<file path="config.mk">
export PLATFORM = sky130hd
export DESIGN_NAME = gs_csr
export DESIGN_NICKNAME = d
export VERILOG_FILES = /design/src/rtl/gs_pkg.sv /design/src/rtl/gs_csr.sv
export SDC_FILE = /design/constraint.sdc
export NUM_CORES = 1
export LEC_CHECK = 0
export BUFFER_PORTS_ARGS = -buffer_cell sky130_fd_sc_hd__buf_4
export CAP_MARGIN = 20
export CORE_UTILIZATION = 35
export DETAILED_ROUTE_END_ITERATION = 10
export HOLD_SLACK_MARGIN = 0.15
export PLACE_DENSITY = 0.79
export SYNTH_ARGS = -nofsm -noshare
export SYNTH_HDL_FRONTEND = slang
export SYNTH_SLANG_ARGS = --single-unit
</file>
<file path="constraint.sdc">
create_clock -name clk_i -period 3.75 [get_ports clk_i]
set_clock_uncertainty 0.05 [all_clocks]
set_input_delay 0.375 -clock clk_i [delete_from_list [all_inputs] [get_ports clk_i]]
set_output_delay 0.375 -clock clk_i [all_outputs]
set_load 0.01 [all_outputs]
</file>
<file path="src/rtl/gs_pkg.sv">
/*
  shared widths, address map and FSM states for the scatter tile
  referenced by scoped names from every RTL block
*/
package gs_pkg;

  // word and mask widths
  localparam int data_width_lp = 32;
  typedef logic [data_width_lp-1:0]   data_t;
  typedef logic [data_width_lp/8-1:0] mask_t;

  // tile-local addressing
  typedef logic [11:0] epa_t;
  typedef logic [9:0]  dmem_addr_t;
  localparam int dmem_els_lp = 1024;
  typedef logic [10:0] count_t;

  typedef logic [3:0] x_cord_t;
  typedef logic [3:0] y_cord_t;

  // outstanding remote stores
  typedef logic [5:0] credit_t;
  localparam int max_credits_lp = 32;

  // config registers, write only
  localparam epa_t csr_run_addr_lp    = 12'h000;
  localparam epa_t csr_len_addr_lp    = 12'h001;
  localparam epa_t csr_stride_addr_lp = 12'h002;
  localparam epa_t csr_base_addr_lp   = 12'h003;

  // data memory window 0x400..0x7ff
  localparam epa_t dmem_base_lp = 12'h400;

  localparam data_t invalid_data_lp = 32'hdeadbeef;
  localparam data_t wakeup_data_lp  = 32'd1;

  // RUN data bits 13:2 hold the wake-up word address
  localparam int wakeup_lsb_lp = 2;

  // target address split
  localparam int eva_epa_lsb_lp = 0;
  localparam int eva_x_lsb_lp   = 12;
  localparam int eva_y_lsb_lp   = 16;

  typedef enum logic [1:0] {
    IDLE,
    SCATTER,
    WAKEUP
  } gs_state_e;

endpackage

</file>
<file path="src/rtl/gs_csr.sv">
/*
  request decoder for the tile: config registers, dmem host accesses,
  run launch and the one-cycle-late response
*/
`timescale 1ns/100ps

module gs_csr (
  input  logic                 clk_i,
  input  logic                 reset_i,
  input  logic                 in_v_i,
  input  logic                 in_we_i,
  input  gs_pkg::epa_t         in_addr_i,
  input  gs_pkg::data_t        in_data_i,
  input  gs_pkg::mask_t        in_mask_i,
  input  gs_pkg::x_cord_t      in_src_x_i,
  input  gs_pkg::y_cord_t      in_src_y_i,
  input  logic                 busy_i,
  input  gs_pkg::data_t        dmem_data_i,
  output logic                 in_yumi_o,
  output logic                 returning_v_o,
  output gs_pkg::data_t        returning_data_o,
  output logic                 dmem_v_o,
  output logic                 dmem_w_o,
  output gs_pkg::dmem_addr_t   dmem_addr_o,
  output gs_pkg::mask_t        dmem_mask_o,
  output gs_pkg::data_t        dmem_wdata_o,
  output logic                 run_o,
  output gs_pkg::epa_t         wakeup_addr_o,
  output gs_pkg::x_cord_t      src_x_o,
  output gs_pkg::y_cord_t      src_y_o,
  output gs_pkg::dmem_addr_t   len_o,
  output gs_pkg::dmem_addr_t   stride_o,
  output gs_pkg::data_t        base_o
);

  logic is_dmem;
  logic run_write;
  logic resp_v_r;
  logic resp_dmem_r;
  logic resp_invalid_r;

  // every request is taken while the engine is idle
  assign in_yumi_o = in_v_i & ~busy_i;

  // upper address bits select the dmem window
  assign is_dmem = (in_addr_i & ~gs_pkg::epa_t'(gs_pkg::dmem_els_lp - 1)) == gs_pkg::dmem_base_lp;
  assign run_write = in_yumi_o & in_we_i & (in_addr_i == gs_pkg::csr_run_addr_lp);

  // host side of the data memory
  assign dmem_v_o     = in_yumi_o & is_dmem;
  assign dmem_w_o     = in_we_i;
  assign dmem_addr_o  = gs_pkg::dmem_addr_t'(in_addr_i);
  assign dmem_mask_o  = in_mask_i;
  assign dmem_wdata_o = in_data_i;

  always_ff @(posedge clk_i) begin
    if (reset_i) begin
      len_o          <= '0;
      stride_o       <= '0;
      base_o         <= '0;
      run_o          <= 1'b0;
      resp_v_r       <= 1'b0;
      resp_dmem_r    <= 1'b0;
      resp_invalid_r <= 1'b0;
    end else begin
      run_o          <= run_write;
      resp_v_r       <= in_yumi_o;
      resp_dmem_r    <= in_yumi_o & ~in_we_i & is_dmem;
      resp_invalid_r <= in_yumi_o & ~in_we_i & ~is_dmem;
      if (in_yumi_o && in_we_i) begin
        if (in_addr_i == gs_pkg::csr_len_addr_lp) len_o <= gs_pkg::dmem_addr_t'(in_data_i);
        if (in_addr_i == gs_pkg::csr_stride_addr_lp) stride_o <= gs_pkg::dmem_addr_t'(in_data_i);
        if (in_addr_i == gs_pkg::csr_base_addr_lp) base_o <= in_data_i;
      end
    end
  end

  // caller identity for the wake-up store
  always_ff @(posedge clk_i) begin
    if (run_write) begin
      src_x_o       <= in_src_x_i;
      src_y_o       <= in_src_y_i;
      wakeup_addr_o <= in_data_i[gs_pkg::wakeup_lsb_lp +: $bits(gs_pkg::epa_t)];
    end
  end

  assign returning_v_o = resp_v_r;

  always_comb begin
    if (resp_dmem_r) begin
      returning_data_o = dmem_data_i;
    end else if (resp_invalid_r) begin
      returning_data_o = gs_pkg::invalid_data_lp;
    end else begin
      returning_data_o = '0;
    end
  end

  // engine must report busy right after the RUN write
  a_run_busy: assert property (@(posedge clk_i) disable iff (reset_i) run_write |=> busy_i);

endmodule

</file>
==> summary.txt, run 1 <==
Global routing
  • First-pass GRT wire length: between 15 and 20 mm
  • Global-route total usage across every layer: between 10% and 20%
  • Initial antenna violation count: 0
  • Vias in the first global route: 3029
  • Pin count of the biggest net entering global routing: a little under 90
  • Overflow after GRT: 0

Finish
  • Area delta synth->final: 48.7%
  • Cell Count, Final, Fillers Out: slightly below 700
  • Share of layout cells above drive strength 1: 46.9%
  • Fill cells: a little over 900
  • Leading cell type in the layout, fill and taps excluded: buf_4
  • Number of diodes: 0
  • Layout Nets: 640
  • Most frequent cells in the layout: buf_4, nand2b_1, dfxtp_1

Routing
  • Starting DRC count in detailed routing: between 150 and 200
  • Number of remaining DRC errors: 0
  • Post-Route WL: 10.8 mm
  • Drt wl/cell: between 15 and 20 um
  • Antenna viol nets, final: 0
  • Via density: ~4.5
  • Drt first pass iters: 4
  • Via count: ~3000

Worst setup path
  • R2r setup slk: 3040 ps
  • Crit Path Category: reg -> out
  • Setup crit start: resp_dmem_r$_SDFF_PP0_
  • Critical path endpoint category: output pin
  • Crit path top cell by count: buf_4
  • Crit path to: returning_data_o[18]
  • R2R cell count: 2
  • Worst Path Arrival: 1920 ps
  • Startpoint Class: flip-flop
  • Crit path max fanout: 33
  • Reg2reg end: len_o[7]$_SDFFE_PP0P_
  • CP cell instances: buf_4 -> nand2b_1 -> nand2_1 -> buf_4
  • CP required: around 3300 ps
  • Reg-to-Reg Start: len_o[7]$_SDFFE_PP0P_
  • CP max-delay cell: nand2b_1
  • Crit-path max cell delay: about 660 ps

Placement
  • Port bufs: 239
  • Dpl ws: between 1000 and 1500 ps
  • DP Cell Count: ~660
  • RePlAce Congestion: approximately 0.92
  • DP Wirelength: 8.06 mm

Die
  • Die area: 10900 um2
  • Chip width: between 100 and 150 um
  • Num ports: roughly 250
  • Num rows: 36
  • Die Span Y: approximately 100 um
  • Core Region: roughly 10000 um2
  • Starting Density: ~37%

Pwr
  • Final Power: 1.75 mW
  • Comb pwr share: between 10 and 15%
  • Sequential group share of total power: between 40% and 50%
  • NetSw: between 0.4 and 0.5 mW
  • LEAKAGE: roughly 2.6 nW
  • Max IR drop VDD: about 190 uV
  • Int Power: between 1 and 1.5 mW
  • Clock power frac: ~40%
  • Cell Pwr Density: ~320 nW/um2
  • Switching share of power: 23.2%

Clock network
  • TritonCTS clock tree: yes
  • # resized after CTS: 0
  • Clk pin slew, worst setup/hold paths: ~90 ps
  • Worst skew pair latency: between 300 and 400 ps
  • CTS root buffer: clkbuf_8
  • TritonCTS Sinks: 76
  • CTS Buf Count: 9
  • CTS Buffer Depth: 2
  • Htree depth: 3

Synth
  • Post-synthesis register bit count: 76
  • Unique masters post-synth: 22
  • Share of the yosys chip area belonging to registers: between 40% and 50%
  • Post-Syn Nets: about 450
  • Post-Syn Instances: about 360
  • Avg Cell Area, Syn: 10.3 um2
  • Cell Area, Synth: ~3700 um2
  • Synth Warn #: 0

Timing
  • Final Hold Vio Count: 0
  • Setup tns final: 0 ps
  • Fin crit share: between 60% and 70%
  • RSZ-0062 raised after global routing: false
  • Fin. max-slew vios: 0
  • Worst-margin pin slew: ~1000 ps
  • Hold WS: about 170 ps
  • Fmax: 0.427 GHz
  • Final min period: approximately 2300 ps
  • Max_slew headroom: between 30% and 40%
  • Worst Slack Setup Final: between 1000 and 1500 ps
  • Final setup violation count: 0

Run
  • Max-cap violations: 0

Worst hold path
  • Worst hold-check path type: in -> reg

Run status
  • Outcome: finished clean
==> per-stage QoR <==
step | utilization [%] | cell area (um2)
floorplan | - | 3660
global placement | 51.7 | 5140
CTS | 54.6 | 5440
detailed placement | 51.7 | 5140
finish | 54.7 | 5450
global route | 54.7 | 5450
==> critical path, delay by kind of cell, from the launching register on <==
family,cells,cell delay (ps)
buffers and inverters,2,470
flip-flops,1,320
AND/OR/NAND/NOR,2,800
==> synthesized netlist by cell type <==
library cell	n	area share [%]
nor4_4	2	1.2
buf_2	2	0.27
dfxtp_1	56	31
nor4_1	1	0.17
nand2_1	48	4.9
buf_6	1	0.31
and2_1	8	1.4
nand4_1	2	0.34
nor2_1	2	0.20
nor3b_2	1	0.34
clkbuf_1	15	1.5
nor4bb_1	2	0.55
and4b_1	2	0.55
nand2b_1	87	15
mux2i_1	52	14
inv_1	1	0.10
buf_4	47	9.6
buf_12	3	1.6
edfxtp_1	20	16
and3_1	1	0.17
and4_1	1	0.24
nor4b_1	2	0.48
==> metal layers <==
layer / vias up / part of all wire [%] / GRT usage (%)
met5: - / 0 / 0
met4: 0 / 1.2 / 6.63
met3: 8 / 6.3 / 4.32
met2: 125 / 54 / 35.7
met1: 1430 / 39 / 20.8
li1: 1497 / - / -
==> worst min-delay path by stage <==
stage                                  startpoint                    endpoint  depth (start not counted)
after global placement    base_o[22]$_SDFFE_PP0P_     base_o[22]$_SDFFE_PP0P_                          2
after CTS                           in_src_x_i[2]        src_x_o[2]$_DFFE_PP_                          1
after detailed placement   base_o[9]$_SDFFE_PP0P_      base_o[9]$_SDFFE_PP0P_                          2
after floorplan                           in_we_i   resp_invalid_r$_SDFF_PP0_                          1
final                                in_data_i[4]  wakeup_addr_o[2]$_DFFE_PP_                          1
after global routing                 in_data_i[4]  wakeup_addr_o[2]$_DFFE_PP_                          1
==> repair_timing <==
action / in CTS / in global routing
buffers inserted: 0 / 0
hold buffers: 7 / 1
endpoints found under the hold margin: 7 / 1
setup endpoints to repair: 0 / 0
==> power groups by stage <==
stage / Sequential [mW] / Combinational, mW / Clock (mW)
floorplan: 0.860 / 0.0992 / 0
global placement: 0.860 / 0.203 / 0
detailed placement: 0.860 / 0.206 / 0
CTS: 0.840 / 0.213 / 0.727
global route: 0.841 / 0.226 / 0.752
finish: 0.840 / 0.212 / 0.699
==> kinds of logic (layout without fill, tap and decap cells) <==
kind of cell,after synthesis,count (layout),share of synthesized area [%]
buffers and inverters,69,265,13.5
multiplexers,52,52,14.2
flip-flops,76,76,47.0
AND/OR/NAND/NOR,159,159,25.3
==> cell type report <==
| cell class | instances | area [um2] | share of cell area [%] |
|---|---|---|---|
| flip-flops and latches | 76 | 1720 | 31.6 |
| clock inverters | 7 | 100 | 1.84 |
| clock buffers | 9 | 124 | 2.27 |
| inverters | 1 | 3.75 | 0.0689 |
| well taps | 133 | 166 | 3.05 |
| repair buffers | 248 | 1880 | 34.5 |
| multi-input cells | 211 | 1450 | 26.6 |
==> state kept, by name (all words and copies together), names as in the netlist <==
signal          flops
run_o               1
returning_v_o       1
resp_invalid_r      1
resp_dmem_r         1
src_y_o             4
len_o              10
stride_o           10
src_x_o             4
base_o             32
wakeup_addr_o      12
No activity file was read; power rests on OpenSTA's default activity.
==> inputs of run 2 (changes only) <==
--- a/config.mk
+++ b/config.mk
@@ -10,7 +10,7 @@
 export CORE_UTILIZATION = 35
 export DETAILED_ROUTE_END_ITERATION = 10
 export HOLD_SLACK_MARGIN = 0.15
-export PLACE_DENSITY = 0.79
+export PLACE_DENSITY = 0.82
 export SYNTH_ARGS = -nofsm -noshare
 export SYNTH_HDL_FRONTEND = slang
 export SYNTH_SLANG_ARGS = --single-unit
==> constraint.sdc (replaced) <==
create_clock -name clk_i -period 2.05 [get_ports clk_i]
set_clock_uncertainty 0.05 [all_clocks]
set_input_delay 0.205 -clock clk_i [delete_from_list [all_inputs] [get_ports clk_i]]
set_output_delay 0.205 -clock clk_i [all_outputs]
set_load 0.01 [all_outputs]
==> run 2 against run 1 <==
  * Register-to-register slack lost 1700 ps
  * Wire length shrank 0.24%
  * Hold slack better by 3.9 ps
  * Total power up 82%
  * Largest cell class unchanged
  * Clock power rose by 72%
  * Setup slack got worse by 1200 ps
  * Final area up 7.5%
  * Final cell count rose by 6.0%
  * Sequential share of layout area is 2.2 points lower
  * Sequential power is 83% higher
  * First-iteration DRC count is 17% higher
==> summary.txt, run 2 (synthesis results as in run 1) <==
Timing
  • Final Hold Vio Count: 0 (unchanged)
  • RSZ-0062 raised after global routing: false (unchanged)
  • Final min period: 1830 ps
  • Worst-margin pin slew: 628 ps (was 1050 ps)
  • Fin. max-slew vios: 0 (unchanged)
  • Fmax: around 0.55 GHz
  • Max_slew headroom: 58.2% (was 30.0%)
  • Fin crit share: between 80% and 90%
  • Final setup violation count: 0 (unchanged)
  • Setup tns final: 0 ps (unchanged)

Clock network
  • CTS Buffer Depth: 2 (unchanged)
  • CTS Buf Count: 9 (unchanged)
  • CTS root buffer: clkbuf_8 (unchanged)
  • Setup bufs post-CTS: 0 (unchanged)
  • TritonCTS clock tree: yes (unchanged)
  • # resized after CTS: 0 (unchanged)
  • TritonCTS Sinks: 76 (unchanged)
  • Worst skew pair latency: 350 ps (was 330 ps)
  • Clk pin slew, worst setup/hold paths: 90 ps (about the same)
  • Htree depth: 3 (unchanged)

Global routing
  • Vias in the first global route: 3338 (was 3029)
  • First-pass GRT wire length: 17.0 mm (was 16.2 mm)
  • Overflow after GRT: 0 (unchanged)
  • Initial antenna violation count: 0 (unchanged)
  • Pin count of the biggest net entering global routing: 89 (unchanged)
  • Global-route total usage across every layer: 19.7% (was 19.0%)

Finish
  • Multi-input gate area: 1450 um2 (unchanged)
  • Number of diodes: 0 (unchanged)
  • Cell Count, Final, Fillers Out: 726 (was 685)
  • Top Registers: base_o x32, wakeup_addr_o x12 (unchanged)
  • Max reg flops: 32 (unchanged)
  • Register Area: 1720 um2 (unchanged)
  • Fill cells: 820 (was 920)
  • Share of layout cells above drive strength 1: 44.7% (was 46.9%)
  • Most flops, register: base_o (unchanged)
  • Most frequent cells in the layout: buf_4, nand2b_1, dfxtp_1 (unchanged)
  • Area delta synth->final: 59.8% (was 48.7%)
  • Layout Nets: 681 (was 640)
  • Leading cell type in the layout, fill and taps excluded: buf_4 (unchanged)

Worst setup path
  • Worst Path Arrival: 1840 ps (was 1920 ps)
  • Startpoint Class: input port (was flip-flop)
  • Crit path max fanout: 20 (was 33)
  • Crit Path Category: in -> reg (was reg -> out)
  • Critical path endpoint category: flip-flop (was output pin)
  • CP required: 2060 ps (was 3320 ps)

Placement
  • Port bufs: 239 (unchanged)
  • DP Wirelength: 7.31 mm (was 8.06 mm)
  • RePlAce Congestion: 0.798 (was 0.920)
  • DP Cell Count: 666 (was 661)

Die
  • Die Span Y: 104 um (unchanged)
  • Core Region: 9950 um2 (unchanged)
  • Die area: 10900 um2 (unchanged)
  • Num ports: 248 (unchanged)
  • Starting Density: 36.8% (unchanged)
  • Num rows: 36 (unchanged)
  • Chip width: 104 um (unchanged)

Pwr
  • Switching share of power: 24.8% (was 23.2%)
  • Int Power: 2.39 mW (was 1.35 mW)
  • Cell Pwr Density: 544 nW/um2 (was 322 nW/um2)
  • Final Power: 3.18 mW (was 1.75 mW)
  • Max IR drop VDD: 312 uV (was 195 uV)
  • LEAKAGE: 2.82 nW (was 2.65 nW)
  • Sequential group share of total power: 48.3% (was 48.0%)
  • Clock power frac: 37.8% (was 39.9%)
  • NetSw: 0.789 mW (was 0.406 mW)
  • Comb pwr share: 13.9% (was 12.1%)

Routing
  • Drt wl/cell: 14.8 um (was 15.8 um)
  • Starting DRC count in detailed routing: 182 (was 156)
  • Post-Route WL: 10.8 mm (about the same)
  • Number of remaining DRC errors: 0 (unchanged)
  • Antenna viol nets, final: 0 (unchanged)
  • Via count: 3260 (was 3060)
  • Drt first pass iters: 5 (was 4)
  • Via density: 4.49 (was 4.47)

Run status
  • Outcome: finished clean (unchanged)

Run
  • Max-cap violations: 0 (unchanged)

Worst hold path
  • Worst hold-check path type: in -> reg (unchanged)
[run 2: changes by cell type in the layout (fill, tap and decap cells not counted), sizes merged]
cell,before,now
clkinvlp,1,2
inv,2,3
buf,240,245
clkinv,3,2
bufinv,2,1
dlygate4sd3,8,44
[run 2: path summary, 6_finish.rpt]
kind                            start                         end  slack [ps]  cells past startpoint
max reg2reg  stride_o[1]$_SDFFE_PP0P_    stride_o[1]$_SDFFE_PP0P_        1350                      2
max                           in_we_i  wakeup_addr_o[6]$_DFFE_PP_         220                      6
min                      in_data_i[1]      base_o[1]$_SDFFE_PP0P_         180                      3
min reg2reg   base_o[13]$_SDFFE_PP0P_     base_o[13]$_SDFFE_PP0P_         430                      2
[run 2: what timing repair did]
item,in CTS,in global routing
hold endpoints to repair,69,0
hold buffers,44,0
endpoints found under the setup margin,0,0
[run 2: layer usage]
metal | vias up | GRT usage, % | routed length, um
met4 | 0 | 7.76 | 214
met5 | - | 0 | 0
li1 | 1581 | - | -
met1 | 1521 | 20.3 | 4020
met2 | 138 | 37.2 | 5860
met3 | 20 | 5.33 | 693
[run 2: critical path, stage by stage]
cell and delay, ps:
dlygate4sd3_1 520, buf_4 120, nor3b_2 240, nor4b_1 310, and3_1 260, buf_12 180
[run 2: final cells by class]
class | instances | area share (%)
clock inverters | 7 | 1.45
flip-flops and latches | 76 | 29.4
inverters | 1 | 0.0641
repair buffers | 289 | 39.4
well taps | 133 | 2.84
clock buffers | 9 | 2.12
multi-input cells | 211 | 24.8
[run 2: power groups by stage]
stage,combinational [mW],sequential (mW),clock (mW)
CTS,0.439,1.54,1.24
detailed placement,0.372,1.57,0
global placement,0.366,1.57,0
global route,0.469,1.54,1.31
floorplan,0.181,1.57,0
finish,0.443,1.54,1.20
[run 2: per-stage QoR]
| step | util (%) | setup slack [ps] | hold slack (ps) | area [um2] |
|---|---|---|---|---|
| floorplan | - | 319 | 232 | 3660 |
| global placement | 52.3 | 371 | 334 | 5210 |
| detailed placement | 52.3 | 352 | 335 | 5210 |
| CTS | 58.8 | 192 | 154 | 5860 |
| global route | 58.8 | 92.8 | 165 | 5860 |
| finish | 58.8 | 216 | 179 | 5860 |
