`src/rtl/gs_pkg.sv`:
```
/*
  shared widths, address map and FSM states for the scatter tile
  referenced by scoped names from every RTL block
*/
package gs_pkg;

  // word and mask widths
  localparam int data_width_lp = 32;
  typedef logic [data_width_lp-1:0]   data_t;
  typedef logic [data_width_lp/8-1:0] mask_t;

  // tile-local addressing
  typedef logic [11:0] epa_t;
  typedef logic [9:0]  dmem_addr_t;
  localparam int dmem_els_lp = 1024;
  typedef logic [10:0] count_t;

  typedef logic [3:0] x_cord_t;
  typedef logic [3:0] y_cord_t;

  // outstanding remote stores
  typedef logic [5:0] credit_t;
  localparam int max_credits_lp = 32;

  // config registers, write only
  localparam epa_t csr_run_addr_lp    = 12'h000;
  localparam epa_t csr_len_addr_lp    = 12'h001;
  localparam epa_t csr_stride_addr_lp = 12'h002;
  localparam epa_t csr_base_addr_lp   = 12'h003;

  // data memory window 0x400..0x7ff
  localparam epa_t dmem_base_lp = 12'h400;

  localparam data_t invalid_data_lp = 32'hdeadbeef;
  localparam data_t wakeup_data_lp  = 32'd1;

  // RUN data bits 13:2 hold the wake-up word address
  localparam int wakeup_lsb_lp = 2;

  // target address split
  localparam int eva_epa_lsb_lp = 0;
  localparam int eva_x_lsb_lp   = 12;
  localparam int eva_y_lsb_lp   = 16;

  typedef enum logic [1:0] {
    IDLE,
    SCATTER,
    WAKEUP
  } gs_state_e;

endpackage

```
`src/rtl/gs_scatter_engine.sv`:
```
/*
  scatter FSM: streams dmem words 0..len as remote stores under a credit limit,
  then sends the wake-up store once every credit has returned
*/
`timescale 1ns/100ps

module gs_scatter_engine (
  input  logic                clk_i,
  input  logic                reset_i,
  input  logic                run_i,
  input  gs_pkg::epa_t        wakeup_addr_i,
  input  gs_pkg::x_cord_t     src_x_i,
  input  gs_pkg::y_cord_t     src_y_i,
  input  gs_pkg::dmem_addr_t  len_i,
  input  gs_pkg::dmem_addr_t  stride_i,
  input  gs_pkg::data_t       base_i,
  input  gs_pkg::data_t       dmem_data_i,
  input  logic                out_ready_i,
  input  logic                out_returned_i,
  output logic                busy_o,
  output logic                dmem_v_o,
  output gs_pkg::dmem_addr_t  dmem_addr_o,
  output logic                out_v_o,
  output gs_pkg::epa_t        out_addr_o,
  output gs_pkg::x_cord_t     out_x_o,
  output gs_pkg::y_cord_t     out_y_o,
  output gs_pkg::data_t       out_data_o
);

  gs_pkg::gs_state_e state_r;
  gs_pkg::gs_state_e state_n;
  gs_pkg::count_t    count_r;
  gs_pkg::count_t    count_n;
  gs_pkg::credit_t   credit_r;
  gs_pkg::data_t     eva;
  logic              credits_full;
  logic              credits_empty;
  logic              last_word;
  logic              xfer;

  assign credits_full  = credit_r == gs_pkg::credit_t'(gs_pkg::max_credits_lp);
  assign credits_empty = credit_r == '0;
  assign last_word     = count_r == gs_pkg::count_t'(len_i);

  // word-granular target address
  assign eva = base_i + gs_pkg::data_t'(count_r) * gs_pkg::data_t'(stride_i);

  // run pulse counts as busy so the next request is refused
  assign busy_o = run_i | (state_r != gs_pkg::IDLE);

  assign out_v_o = ((state_r == gs_pkg::SCATTER) & ~credits_full)
                 | ((state_r == gs_pkg::WAKEUP) & credits_empty);
  assign xfer = out_v_o & out_ready_i;

  always_comb begin
    if (state_r == gs_pkg::WAKEUP) begin
      out_addr_o = wakeup_addr_i;
      out_x_o    = src_x_i;
      out_y_o    = src_y_i;
      out_data_o = gs_pkg::wakeup_data_lp;
    end else begin
      out_addr_o = eva[gs_pkg::eva_epa_lsb_lp +: $bits(gs_pkg::epa_t)];
      out_x_o    = eva[gs_pkg::eva_x_lsb_lp +: $bits(gs_pkg::x_cord_t)];
      out_y_o    = eva[gs_pkg::eva_y_lsb_lp +: $bits(gs_pkg::y_cord_t)];
      out_data_o = dmem_data_i;
    end
  end

  always_comb begin
    state_n     = state_r;
    count_n     = count_r;
    dmem_v_o    = 1'b0;
    dmem_addr_o = gs_pkg::dmem_addr_t'(count_r);
    case (state_r)
      gs_pkg::IDLE: begin
        // fetch word 0 so it is ready on entry
        if (run_i) begin
          dmem_v_o    = 1'b1;
          dmem_addr_o = '0;
          count_n     = '0;
          state_n     = gs_pkg::SCATTER;
        end
      end
      gs_pkg::SCATTER: begin
        if (xfer) begin
          if (last_word) begin
            state_n = gs_pkg::WAKEUP;
          end else begin
            count_n     = count_r + 1'b1;
            dmem_v_o    = 1'b1;
            dmem_addr_o = gs_pkg::dmem_addr_t'(count_n);
          end
        end
      end
      gs_pkg::WAKEUP: begin
        if (xfer) state_n = gs_pkg::IDLE;
      end
      default: state_n = gs_pkg::IDLE;
    endcase
  end

  always_ff @(posedge clk_i) begin
    if (reset_i) begin
      state_r  <= gs_pkg::IDLE;
      count_r  <= '0;
      credit_r <= '0;
    end else begin
      state_r  <= state_n;
      count_r  <= count_n;
      // send and return may land together
      credit_r <= credit_r + gs_pkg::credit_t'(xfer) - gs_pkg::credit_t'(out_returned_i);
    end
  end

  a_credit_max: assert property (@(posedge clk_i) disable iff (reset_i)
    credit_r <= gs_pkg::credit_t'(gs_pkg::max_credits_lp));

  // a return needs an outstanding store
  a_credit_under: assert property (@(posedge clk_i) disable iff (reset_i)
    out_returned_i |-> !credits_empty);

endmodule

```
`config.mk`:
```
export PLATFORM = sky130hd
export DESIGN_NAME = gs_scatter_engine
export DESIGN_NICKNAME = d
export VERILOG_FILES = /design/src/rtl/gs_pkg.sv /design/src/rtl/gs_scatter_engine.sv
export SDC_FILE = /design/constraint.sdc
export NUM_CORES = 1
export LEC_CHECK = 0
export ABC_AREA = 0
export BUFFER_PORTS_ARGS = -buffer_cell sky130_fd_sc_hd__buf_4
export CAP_MARGIN = 5
export CORE_MARGIN = 10
export CORE_UTILIZATION = 59
export DETAILED_ROUTE_END_ITERATION = 8
export PLACE_DENSITY = 0.89
export SLEW_MARGIN = 0
export SYNTH_ARGS = -nofsm -noshare
export SYNTH_HDL_FRONTEND = slang
export SYNTH_SLANG_ARGS = --single-unit
```
`constraint.sdc`:
```
create_clock -name clk_i -period 19.4 [get_ports clk_i]
set_clock_uncertainty 0.05 [all_clocks]
set_input_delay 5.82 -clock clk_i [delete_from_list [all_inputs] [get_ports clk_i]]
set_output_delay 5.82 -clock clk_i [all_outputs]
set_load 0.02 [all_outputs]
```
==> impl_results.rst, run 1 <==
.. list-table::
   :header-rows: 1

   * - Metric
     - Value
   * - Count of final setup violators
     - 0
   * - Fraction of synthesized cell area taken by the top area cell type
     - about 30%
   * - Via count
     - approximately 5500
   * - Starting utilization of the core area
     - slightly above 60%
   * - Number of distinct library cells after synthesis
     - 55
   * - Portion of the clock cycle consumed by the worst path in the final layout
     - 86.2%
   * - Detailed Route Iter0 Violations
     - ~350
   * - Number of synthesized flops with an enable pin
     - 0
   * - Pre-CTS WS
     - around 2.7 ns
   * - Diode count
     - 0
   * - Largest area contributor in the synthesized netlist
     - sky130_fd_sc_hd__fa_1
   * - RSZ-0062 raised after global routing
     - no
   * - Classification of the worst setup path
     - input pin to output port
   * - First-pass GRT wire length
     - about 28000 um
   * - Number of warning messages in the yosys log
     - 0
   * - Maximum fanout count along the critical path
     - 11
   * - Total nets after synthesis
     - about 1000
   * - Required time reported for the critical path endpoint
     - 13.53 ns
   * - Fraction of layout instances using a drive strength above 1
     - 20.0%
   * - Number of buffers inserted by port buffering
     - approximately 160
   * - Number of max-cap violations
     - 0
   * - Layout overhead on the synthesized area
     - 21.4%
   * - Worst skew pair latency
     - between 0.2 and 0.3 ns
   * - Simple-gate area share of the yosys netlist
     - 23.1%
   * - Maximum count of clock buffers along a single path
     - 2
   * - Post-Synth Adder-Cell Area
     - 43.0%
   * - Final Routed Wirelength
     - approximately 17000 um
   * - Mux cell area share after synthesis
     - about 1.1%
   * - Avg WL per Cell
     - 17.0 um
   * - Detailed Place HPWL
     - roughly 14000 um
   * - Transition at the pin with the smallest max-transition slack
     - 1.09 ns
   * - Number of placed cells counting well taps
     - 1002
   * - Final Max Tran Viols
     - 0
   * - Share of the yosys chip area belonging to registers
     - between 6 and 7%
   * - Via density per instance
     - between 5 and 6
   * - Die Span Y
     - about 120 um
   * - Leading register cell type out of synthesis
     - sky130_fd_sc_hd__dfxtp_1
   * - Synthesized cell area
     - 5950 um^2
   * - Final period demand of the worst path
     - about 17 ns
   * - Antenna Nets Post-Route
     - 0
   * - Slew headroom
     - 27.4%
   * - TritonCTS clock tree
     - built
   * - Max IR drop VDD
     - between 0.04 and 0.05 mV
   * - Area of the placeable core
     - 9770 um^2
   * - Gp weighted congestion
     - around 0.9
   * - Filler instances
     - around 740
   * - Standby leakage power
     - between 3 and 4 nW
   * - Max Fclk
     - around 0.06 GHz
   * - Die width
     - 120 um
   * - Antenna violations before repair
     - 0
   * - Avg Synthesized Cell Area
     - between 7 and 8 um^2
   * - Critical path endpoint category
     - output port
   * - Arr. time, crit path
     - roughly 11 ns
   * - Element type at the critical path start
     - input pin
   * - Fin cells
     - between 1000 and 1500
   * - Count of endpoints failing hold in the final timing report
     - 0
   * - TritonCTS sink count
     - 19
   * - Fraction of synthesized cell area in xor and xnor cells
     - between 4 and 5%
   * - Number of placement rows
     - 36
   * - Total track usage
     - between 20% and 30%
   * - Maximum number of pins on one net before global-route repair
     - 54
   * - Dominant combinational cell family by area after synthesis
     - adder cells
   * - # IOs
     - 174
   * - Pwr per Cell Area
     - around 26 nW/um^2
   * - Number of nets in the final layout
     - 1134
   * - Via count of the first global-routing pass
     - slightly below 6000
   * - Aggregate negative setup slack
     - 0 ns
   * - DRC violations left
     - 0
   * - Post-CTS Setup Inserts
     - 0
   * - Number of gates resized after CTS
     - 0
   * - Post-synthesis compound-gate area fraction
     - about a tenth
   * - Post-synthesis instance total
     - between 700 and 800
   * - Grt ovf
     - 0
   * - FF+latch count, synth
     - 19
   * - Register clock-pin slew on the reported worst setup and hold paths
     - ~0.07 ns
   * - Post-route worst setup slack
     - between 2 and 3 ns
   * - Share of async-settable or async-resettable flops after synthesis
     - 0%
   * - Number of buffers created by CTS
     - 3
   * - Total die area
     - 14500 um^2
   * - Synth top area cells
     - sky130_fd_sc_hd__fa_1 (30%), sky130_fd_sc_hd__ha_1 (13%), sky130_fd_sc_hd__inv_1 (8.8%)
   * - Run status
     - completed
   * - CTS Hold Bufs
     - 0
   * - 1st-pass router iterations
     - 6
   * - Master cell of the clock root buffer
     - sky130_fd_sc_hd__clkbuf_8
   * - CTS H-tree depth
     - 1
   * - Worst min-delay path category
     - flip-flop to flip-flop
-- final timing paths --
path            endpoint  slack (ns)  cells after the start   startpoint
max           out_y_o[1]        2.67                     17  stride_i[9]
min          credit_r[0]        0.61                      2  credit_r[0]
max reg2reg   count_r[0]       16.49                      7   count_r[2]
min reg2reg  credit_r[0]        0.61                      2  credit_r[0]
-- logic make-up after synthesis --
family | Yosys count
multiplexers | 6
buffers and inverters | 178
flip-flops | 19
AND/OR/NAND/NOR | 271
XOR/XNOR | 33
AO/OA/AOI/OAI | 88
adder cells (fa/ha/maj) | 151
-- through the flow --
step                      power (mW)  utilization, %  area (um^2)  hold WS (ns)
final                          0.191            73.8         7220         0.612
after global routing           0.206            73.8         7220         0.662
after CTS                      0.191            73.8         7220         0.610
after detailed placement       0.162            73.4         7170         0.589
after global placement         0.159            73.4         7170         0.551
after floorplan                0.121               -         5950         0.462
-- registers in the layout (all words and copies together) (netlist names) --
signal / flops
count_r: 11
credit_r: 6
state_r: 2
-- placed cells by master, fill, tap and decap left out, drive strengths merged, types with 5 or more instances in the layout --
| master | synthesis | routed |
|---|---|---|
| xnor2 | 18 | 18 |
| buf | 3 | 161 |
| ha | 62 | 62 |
| nor2 | 29 | 29 |
| dfxtp | 19 | 19 |
| nor3 | 5 | 5 |
| nor2b | 40 | 40 |
| o31ai | 5 | 5 |
| and2 | 47 | 47 |
| a21o | 11 | 11 |
| inv | 140 | 140 |
| nand2 | 103 | 103 |
| a31oi | 8 | 8 |
| or3 | 6 | 6 |
| xor2 | 15 | 15 |
| a21oi | 32 | 32 |
| nand3 | 13 | 13 |
| fa | 89 | 89 |
| mux2i | 6 | 6 |
| o21ai | 11 | 11 |
| nand4 | 5 | 5 |
-- critical path: stages --
cell                       delay (ns)
sky130_fd_sc_hd__buf_4           0.16
sky130_fd_sc_hd__and2_1          0.18
sky130_fd_sc_hd__fa_1            0.50
sky130_fd_sc_hd__fa_1            0.53
sky130_fd_sc_hd__fa_1            0.54
sky130_fd_sc_hd__fa_1            0.55
sky130_fd_sc_hd__inv_1           0.05
sky130_fd_sc_hd__fa_1            0.54
sky130_fd_sc_hd__inv_1           0.04
sky130_fd_sc_hd__ha_1            0.37
sky130_fd_sc_hd__a21oi_1         0.30
sky130_fd_sc_hd__nand2_1         0.15
sky130_fd_sc_hd__a2111o_1        0.37
sky130_fd_sc_hd__a31oi_1         0.23
sky130_fd_sc_hd__xor2_1          0.23
sky130_fd_sc_hd__a21oi_1         0.10
sky130_fd_sc_hd__buf_4           0.21
-- report_power, final --
group,switching (mW),leakage [nW],internal (mW)
clock,0.0141,0.0228,0.0146
combinational,0.0597,3.68,0.0541
sequential,0.00431,0.155,0.0442
-- area by class of cell --
| cell class | instances | area [um^2] | share of cell area [%] |
|---|---|---|---|
| inverters | 140 | 526 | 7.28 |
| well taps | 133 | 166 | 2.31 |
| repair buffers | 161 | 1210 | 16.8 |
| clock buffers | 4 | 45.0 | 0.624 |
| multi-input cells | 549 | 4890 | 67.8 |
| flip-flops and latches | 19 | 380 | 5.27 |
-- Yosys cell counts (all sizes together), types with 2 or more instances --
cell	instances
a211oi	3
xnor2	18
nand4	5
a211o	2
nor2b	40
mux2i	6
a21o	11
ha	62
nand3	13
buf	3
fa	89
a21oi	32
nor3b	3
dfxtp	19
nor2	29
a31oi	8
or4	2
o31ai	5
or3	6
inv	140
and3	4
and2	47
nand2	103
o21ai	11
o21bai	2
xor2	15
and4	2
clkbuf	35
nand2b	4
or2	3
o21a	3
nor3	5
-- per-layer routing --
| metal | global-route usage [%] | part of all wire [%] | vias to the layer above | wire length [um] |
|---|---|---|---|---|
| met1 | 25.6 | 36 | 2632 | 6090 |
| met2 | 42.7 | 51 | 292 | 8630 |
| met4 | 7.47 | 3.0 | 0 | 518 |
| met5 | 0 | 0 | - | 0 |
| li1 | - | - | 2574 | - |
| met3 | 6.89 | 11 | 47 | 1840 |
(Power assumes the default switching activity.)
==> inputs of run 2 (changes only) <==
PLACE_DENSITY = 0.88   (was 0.89)
==> impl_results.rst, run 2 (synthesized netlist as in run 1, its figures left out) <==
.. list-table::
   :header-rows: 1

   * - Metric
     - Value
   * - 1st-pass router iterations
     - 6 (unchanged)
   * - Total die area
     - 14500 um^2 (unchanged)
   * - Post-route met1 wirelength
     - 6340 um (was 6090 um)
   * - Element type at the critical path start
     - input pin (unchanged)
   * - Portion of the clock cycle consumed by the worst path in the final layout
     - 86.7% (was 86.2%)
   * - Transition at the pin with the smallest max-transition slack
     - 1.14 ns (was 1.09 ns)
   * - Number of max-cap violations
     - 0 (unchanged)
   * - RSZ-0062 raised after global routing
     - no (unchanged)
   * - Via count
     - 5600 (was 5545)
   * - Total track usage
     - 24.5% (was 23.5%)
   * - Critical path endpoint category
     - output port (unchanged)
   * - Most common library cell in the layout ignoring fill and taps
     - sky130_fd_sc_hd__buf_4 (unchanged)
   * - Detailed-routed wire length on met2
     - 9230 um (was 8630 um)
   * - CTS H-tree depth
     - 1 (unchanged)
   * - Final hold slack
     - 0.618 ns (was 0.612 ns)
   * - Final Routed Wirelength
     - 17900 um (was 17100 um)
   * - TritonCTS sink count
     - 19 (unchanged)
   * - Layout overhead on the synthesized area
     - 21.4% (unchanged)
   * - Starting utilization of the core area
     - 60.8% (unchanged)
   * - Largest registers in the final layout
     - count_r: 11 flops, credit_r: 6 flops, state_r: 2 flops (unchanged)
   * - Required time reported for the critical path endpoint
     - 13.53 ns (about the same)
   * - DRC violations left
     - 0 (unchanged)
   * - Via count of the first global-routing pass
     - 6090 (was 5891)
   * - Detailed Route Iter0 Violations
     - 378 (was 349)
   * - Pre-CTS WS
     - 2.66 ns (was 2.71 ns)
   * - Maximum fanout count along the critical path
     - 11 (unchanged)
   * - Max IR drop VDD
     - 0.0411 mV (was 0.0422 mV)
   * - Die Span Y
     - 120 um (unchanged)
   * - Pwr per Cell Area
     - 27.0 nW/um^2 (was 26.5 nW/um^2)
   * - Aggregate negative setup slack
     - 0 ns (unchanged)
   * - Register containing the most flip-flops in the final layout
     - count_r (unchanged)
   * - Post-route worst setup slack
     - 2.59 ns (was 2.67 ns)
   * - Maximum number of pins on one net before global-route repair
     - 54 (unchanged)
   * - # IOs
     - 174 (unchanged)
   * - CTS Hold Bufs
     - 0 (unchanged)
   * - Via density per instance
     - 5.57 (was 5.51)
   * - Final instance area
     - 7220 um^2 (unchanged)
   * - Fraction of layout instances using a drive strength above 1
     - 20.0% (unchanged)
   * - Antenna violations before repair
     - 0 (unchanged)
   * - Worst min-delay path category
     - flip-flop to flip-flop (unchanged)
   * - Grt ovf
     - 0 (unchanged)
   * - Post-CTS Setup Inserts
     - 0 (unchanged)
   * - Number of placement rows
     - 36 (unchanged)
   * - Met3 layer wire length in the routed design
     - 1860 um (was 1840 um)
   * - Register clock-pin slew on the reported worst setup and hold paths
     - 0.07 ns (about the same)
   * - Master cell of the clock root buffer
     - sky130_fd_sc_hd__clkbuf_8 (unchanged)
   * - Area of the placeable core
     - 9770 um^2 (unchanged)
   * - Top library cells by usage in the layout, fill and taps aside
     - sky130_fd_sc_hd__buf_4 (161), sky130_fd_sc_hd__inv_1 (139), sky130_fd_sc_hd__nand2_1 (103) (unchanged)
   * - Count of endpoints failing hold in the final timing report
     - 0 (unchanged)
   * - Final period demand of the worst path
     - 16.81 ns (was 16.73 ns)
   * - Antenna Nets Post-Route
     - 0 (unchanged)
   * - Flip-flop count of the largest register after layout
     - 11 (unchanged)
   * - Standby leakage power
     - 3.86 nW (unchanged)
   * - Worst skew pair latency
     - 0.27 ns (was 0.26 ns)
   * - Number of buffers created by CTS
     - 3 (unchanged)
   * - Run status
     - completed (unchanged)
   * - TritonCTS clock tree
     - built (unchanged)
   * - Die width
     - 120 um (unchanged)
   * - Placement-stage cell area
     - 7170 um^2 (unchanged)
   * - Number of gates resized after CTS
     - 0 (unchanged)
   * - Diode count
     - 0 (unchanged)
   * - Gp weighted congestion
     - 0.898 (was 0.887)
   * - Classification of the worst setup path
     - input pin to output port (unchanged)
   * - Final Max Tran Viols
     - 0 (unchanged)
   * - Arr. time, crit path
     - 10.94 ns (was 10.86 ns)
   * - Max Fclk
     - 0.0595 GHz (was 0.0598 GHz)
   * - Maximum count of clock buffers along a single path
     - 2 (unchanged)
   * - First-pass GRT wire length
     - 29100 um (was 28100 um)
   * - Detailed Place HPWL
     - 14900 um (was 14300 um)
   * - Number of buffers inserted by port buffering
     - 161 (unchanged)
   * - Top sig layer
     - met4 (unchanged)
   * - Number of nets in the final layout
     - 1134 (unchanged)
   * - Avg WL per Cell
     - 17.8 um (was 17.0 um)
   * - Count of final setup violators
     - 0 (unchanged)
   * - Slew headroom
     - 23.8% (was 27.4%)
-- run 2: area by class of cell --
cell class                      count  area, um^2
Clock buffer                        4        45.0
Fill cell                         702        2560
Inverter                          140         526
Multi-Input combinational cell    549        4890
Sequential cell                    19         380
Tap cell                          133         166
Timing Repair Buffer              161        1210
-- run 2: per-layer routing --
| layer | GRT usage, % | vias up |
|---|---|---|
| li1 | - | 2580 |
| met1 | 26.6 | 2674 |
| met2 | 45.3 | 299 |
| met3 | 5.96 | 47 |
| met4 | 8.07 | 0 |
| met5 | 0 | - |
-- run 2: critical path, cell delays in order --
cell and delay (ns):
sky130_fd_sc_hd__buf_4 0.17, sky130_fd_sc_hd__nand2_1 0.12, sky130_fd_sc_hd__fa_1 0.59, sky130_fd_sc_hd__inv_1 0.05
sky130_fd_sc_hd__fa_1 0.46, sky130_fd_sc_hd__fa_1 0.53, sky130_fd_sc_hd__fa_1 0.54, sky130_fd_sc_hd__inv_1 0.05
sky130_fd_sc_hd__fa_1 0.53, sky130_fd_sc_hd__inv_1 0.04, sky130_fd_sc_hd__ha_1 0.37, sky130_fd_sc_hd__a21oi_1 0.30
sky130_fd_sc_hd__nand2_1 0.14, sky130_fd_sc_hd__a2111o_1 0.37, sky130_fd_sc_hd__a31oi_1 0.24, sky130_fd_sc_hd__xor2_1 0.28
sky130_fd_sc_hd__a21oi_1 0.12, sky130_fd_sc_hd__buf_4 0.21
-- run 2: per-stage QoR --
stage	total power, mW	utilization (%)	instances
5_1_grt	0.209	73.8	1006
4_1_cts	0.194	73.8	1006
3_3_place_gp	0.157	73.4	1002
6_report	0.195	73.8	1006
2_1_floorplan	0.121	-	746
3_5_place_dp	0.165	73.4	1002
-- run 2: report_power, final --
group,internal [mW],total [mW],switching (mW)
registers,0.0442,0.0487,0.00442
clock network,0.0147,0.0298,0.0151
logic,0.0546,0.116,0.0619
-- run 2: worst paths after layout --
kind                  to  depth (start not counted)  slack, ns        start
max           out_y_o[1]                         18       2.59  stride_i[6]
min          credit_r[5]                          4       0.62  credit_r[5]
max reg2reg   count_r[0]                          7      16.40   count_r[2]
min reg2reg  credit_r[5]                          4       0.62  credit_r[5]
==> inputs of run 3 (changes only) <==
==> constraint.sdc (replaced) <==
create_clock -name clk_i -period 19.4 [get_ports clk_i]
set_clock_uncertainty 0.05 [all_clocks]
set_input_delay 1.94 -clock clk_i [delete_from_list [all_inputs] [get_ports clk_i]]
set_output_delay 1.94 -clock clk_i [all_outputs]
set_load 0.02 [all_outputs]
==> impl_results.rst, run 3 (synthesized netlist as in run 1, its figures left out) <==
.. list-table::
   :header-rows: 1

   * - Metric
     - Value
   * - Via count of the first global-routing pass
     - 6172 (was 6090)
   * - Final Routed Wirelength
     - 17900 um (about the same)
   * - Max IR drop VDD
     - 0.0410 mV (was 0.0411 mV)
   * - Total track usage
     - 24.5% (about the same)
   * - Antenna Nets Post-Route
     - 0 (unchanged)
   * - TritonCTS sink count
     - 19 (unchanged)
   * - First-pass GRT wire length
     - 29400 um (was 29100 um)
   * - Number of placement rows
     - 36 (unchanged)
   * - Element type at the critical path start
     - input pin (unchanged)
   * - Pwr per Cell Area
     - 26.9 nW/um^2 (was 27.0 nW/um^2)
   * - Aggregate negative setup slack
     - 0 ns (unchanged)
   * - Run status
     - completed (unchanged)
   * - Master cell of the clock root buffer
     - sky130_fd_sc_hd__clkbuf_8 (unchanged)
   * - Worst min-delay path category
     - flip-flop to flip-flop (unchanged)
   * - Gp weighted congestion
     - 0.898 (about the same)
   * - Most common library cell in the layout ignoring fill and taps
     - sky130_fd_sc_hd__buf_4 (unchanged)
   * - Number of nets in the final layout
     - 1134 (unchanged)
   * - Maximum number of pins on one net before global-route repair
     - 54 (unchanged)
   * - Final instance area
     - 7220 um^2 (unchanged)
   * - Post-CTS Setup Inserts
     - 0 (unchanged)
   * - Largest registers in the final layout
     - count_r: 11 flops, credit_r: 6 flops, state_r: 2 flops (unchanged)
   * - Fraction of layout instances using a drive strength above 1
     - 20.0% (unchanged)
   * - Detailed Route Iter0 Violations
     - 325 (was 378)
   * - Portion of the clock cycle consumed by the worst path in the final layout
     - 46.6% (was 86.7%)
   * - Transition at the pin with the smallest max-transition slack
     - 1.14 ns (about the same)
   * - Max Fclk
     - 0.111 GHz (was 0.0595 GHz)
   * - Number of buffers inserted by port buffering
     - 161 (unchanged)
   * - Area of the placeable core
     - 9770 um^2 (unchanged)
   * - Die Span Y
     - 120 um (unchanged)
   * - Slew headroom
     - 23.6% (was 23.8%)
   * - Crit Reg-Reg Endpoint
     - count_r[0] (unchanged)
   * - Antenna violations before repair
     - 0 (unchanged)
   * - Critical path endpoint category
     - output port (unchanged)
   * - Startpoint of the most critical register-to-register path
     - count_r[2] (unchanged)
   * - Final Max Tran Viols
     - 0 (unchanged)
   * - 1st-pass router iterations
     - 5 (was 6)
   * - CTS Hold Bufs
     - 0 (unchanged)
   * - Classification of the worst setup path
     - input pin to output port (unchanged)
   * - Flip-flop count of the largest register after layout
     - 11 (unchanged)
   * - TritonCTS clock tree
     - built (unchanged)
   * - Standby leakage power
     - 3.86 nW (unchanged)
   * - Filler instances
     - 700 (was 702)
   * - Diode count
     - 0 (unchanged)
   * - RSZ-0062 raised after global routing
     - no (unchanged)
   * - Maximum count of clock buffers along a single path
     - 2 (unchanged)
   * - Register containing the most flip-flops in the final layout
     - count_r (unchanged)
   * - Die width
     - 120 um (unchanged)
   * - # IOs
     - 174 (unchanged)
   * - Placement-stage cell area
     - 7170 um^2 (unchanged)
   * - Arr. time, crit path
     - 7.05 ns (was 10.94 ns)
   * - Worst skew pair latency
     - 0.27 ns (about the same)
   * - Detailed Place HPWL
     - 14800 um (was 14900 um)
   * - Number of gates resized after CTS
     - 0 (unchanged)
   * - Via density per instance
     - 5.61 (was 5.57)
   * - Count of endpoints failing hold in the final timing report
     - 0 (unchanged)
   * - Number of buffers created by CTS
     - 3 (unchanged)
   * - Layout overhead on the synthesized area
     - 21.4% (unchanged)
   * - DRC violations left
     - 0 (unchanged)
   * - Final period demand of the worst path
     - 9.04 ns (was 16.81 ns)
   * - Register clock-pin slew on the reported worst setup and hold paths
     - 0.07 ns (about the same)
   * - Avg WL per Cell
     - 17.8 um (about the same)
   * - Maximum fanout count along the critical path
     - 11 (unchanged)
   * - Top library cells by usage in the layout, fill and taps aside
     - sky130_fd_sc_hd__buf_4 (161), sky130_fd_sc_hd__inv_1 (139), sky130_fd_sc_hd__nand2_1 (103) (unchanged)
   * - Setup slack on the worst flop-to-flop path
     - 16.40 ns (about the same)
   * - Count of final setup violators
     - 0 (unchanged)
   * - Critical Path Sink
     - out_y_o[1] (unchanged)
   * - Register Area
     - 380 um^2 (unchanged)
   * - Starting utilization of the core area
     - 60.8% (unchanged)
   * - CP startpoint
     - stride_i[6] (unchanged)
   * - Total die area
     - 14500 um^2 (unchanged)
   * - Via count
     - 5647 (was 5600)
   * - Number of cells traversed by the worst register-to-register path
     - 7 (unchanged)
   * - Fraction of the core area covered by cells at the end of the flow
     - 73.8% (unchanged)
   * - Grt ovf
     - 0 (unchanged)
   * - CTS H-tree depth
     - 1 (unchanged)
   * - Multi-input logic area
     - 4890 um^2 (unchanged)
   * - Number of max-cap violations
     - 0 (unchanged)
   * - Required time reported for the critical path endpoint
     - 17.41 ns (was 13.53 ns)
==> run 3: cell counts in the layout (fill, tap and decap cells not counted) <==
Identical to the previous run, type by type.
==> run 3: report_power, final <==
part / total (mW) / internal [mW] / switching, mW
clock: 0.0295 / 0.0147 / 0.0148
sequential: 0.0486 / 0.0443 / 0.00438
combinational: 0.116 / 0.0543 / 0.0613
==> run 3: area by class of cell <==
cell class	instances	area share (%)
multi-input combinational	549	67.8
timing repair buffer	161	16.8
inverter	140	7.28
sequential	19	5.27
tap	133	2.31
clock buffer	4	0.624
==> run 3: routing by layer <==
layer  global-route usage (%)  vias to the layer above  part of all wire (%)
met3                     6.47                       47                    10
li1                         -                     2579                     -
met2                     44.7                      335                    51
met1                     26.7                     2686                    35
met5                        0                        -                     0
met4                     8.60                        0                   2.9
==> run 3: through the flow <==
stage          hold slack (ns)  cells  power, mW  worst slack, ns
5_1_grt                  0.675   1006      0.207            10.12
4_1_cts                  0.610   1006      0.193            10.39
3_5_place_dp             0.588   1002      0.164            10.40
2_1_floorplan            0.462    746      0.121            10.75
6_report                 0.609   1006      0.194            10.36
3_3_place_gp             0.552   1002      0.157            10.58
==> run 3: how the worst min path moves through the flow <==
stage | startpoint | endpoint | cells past startpoint
2_1_floorplan | count_r[8] | count_r[8] | 2
3_3_place_gp | credit_r[0] | credit_r[0] | 2
3_5_place_dp | credit_r[0] | credit_r[0] | 2
4_1_cts | credit_r[0] | credit_r[0] | 2
5_1_grt | credit_r[0] | credit_r[0] | 2
6_report | credit_r[0] | credit_r[0] | 2
==> run 3: worst max-delay path, stage by stage <==
cell	delay (ns)
sky130_fd_sc_hd__buf_4	0.17
sky130_fd_sc_hd__nand2_1	0.11
sky130_fd_sc_hd__fa_1	0.60
sky130_fd_sc_hd__inv_1	0.06
sky130_fd_sc_hd__fa_1	0.46
sky130_fd_sc_hd__fa_1	0.52
sky130_fd_sc_hd__fa_1	0.54
sky130_fd_sc_hd__inv_1	0.05
sky130_fd_sc_hd__fa_1	0.53
sky130_fd_sc_hd__inv_1	0.04
sky130_fd_sc_hd__ha_1	0.37
sky130_fd_sc_hd__a21oi_1	0.31
sky130_fd_sc_hd__nand2_1	0.14
sky130_fd_sc_hd__a2111o_1	0.37
sky130_fd_sc_hd__a31oi_1	0.23
sky130_fd_sc_hd__xor2_1	0.27
sky130_fd_sc_hd__a21oi_1	0.12
sky130_fd_sc_hd__buf_4	0.21
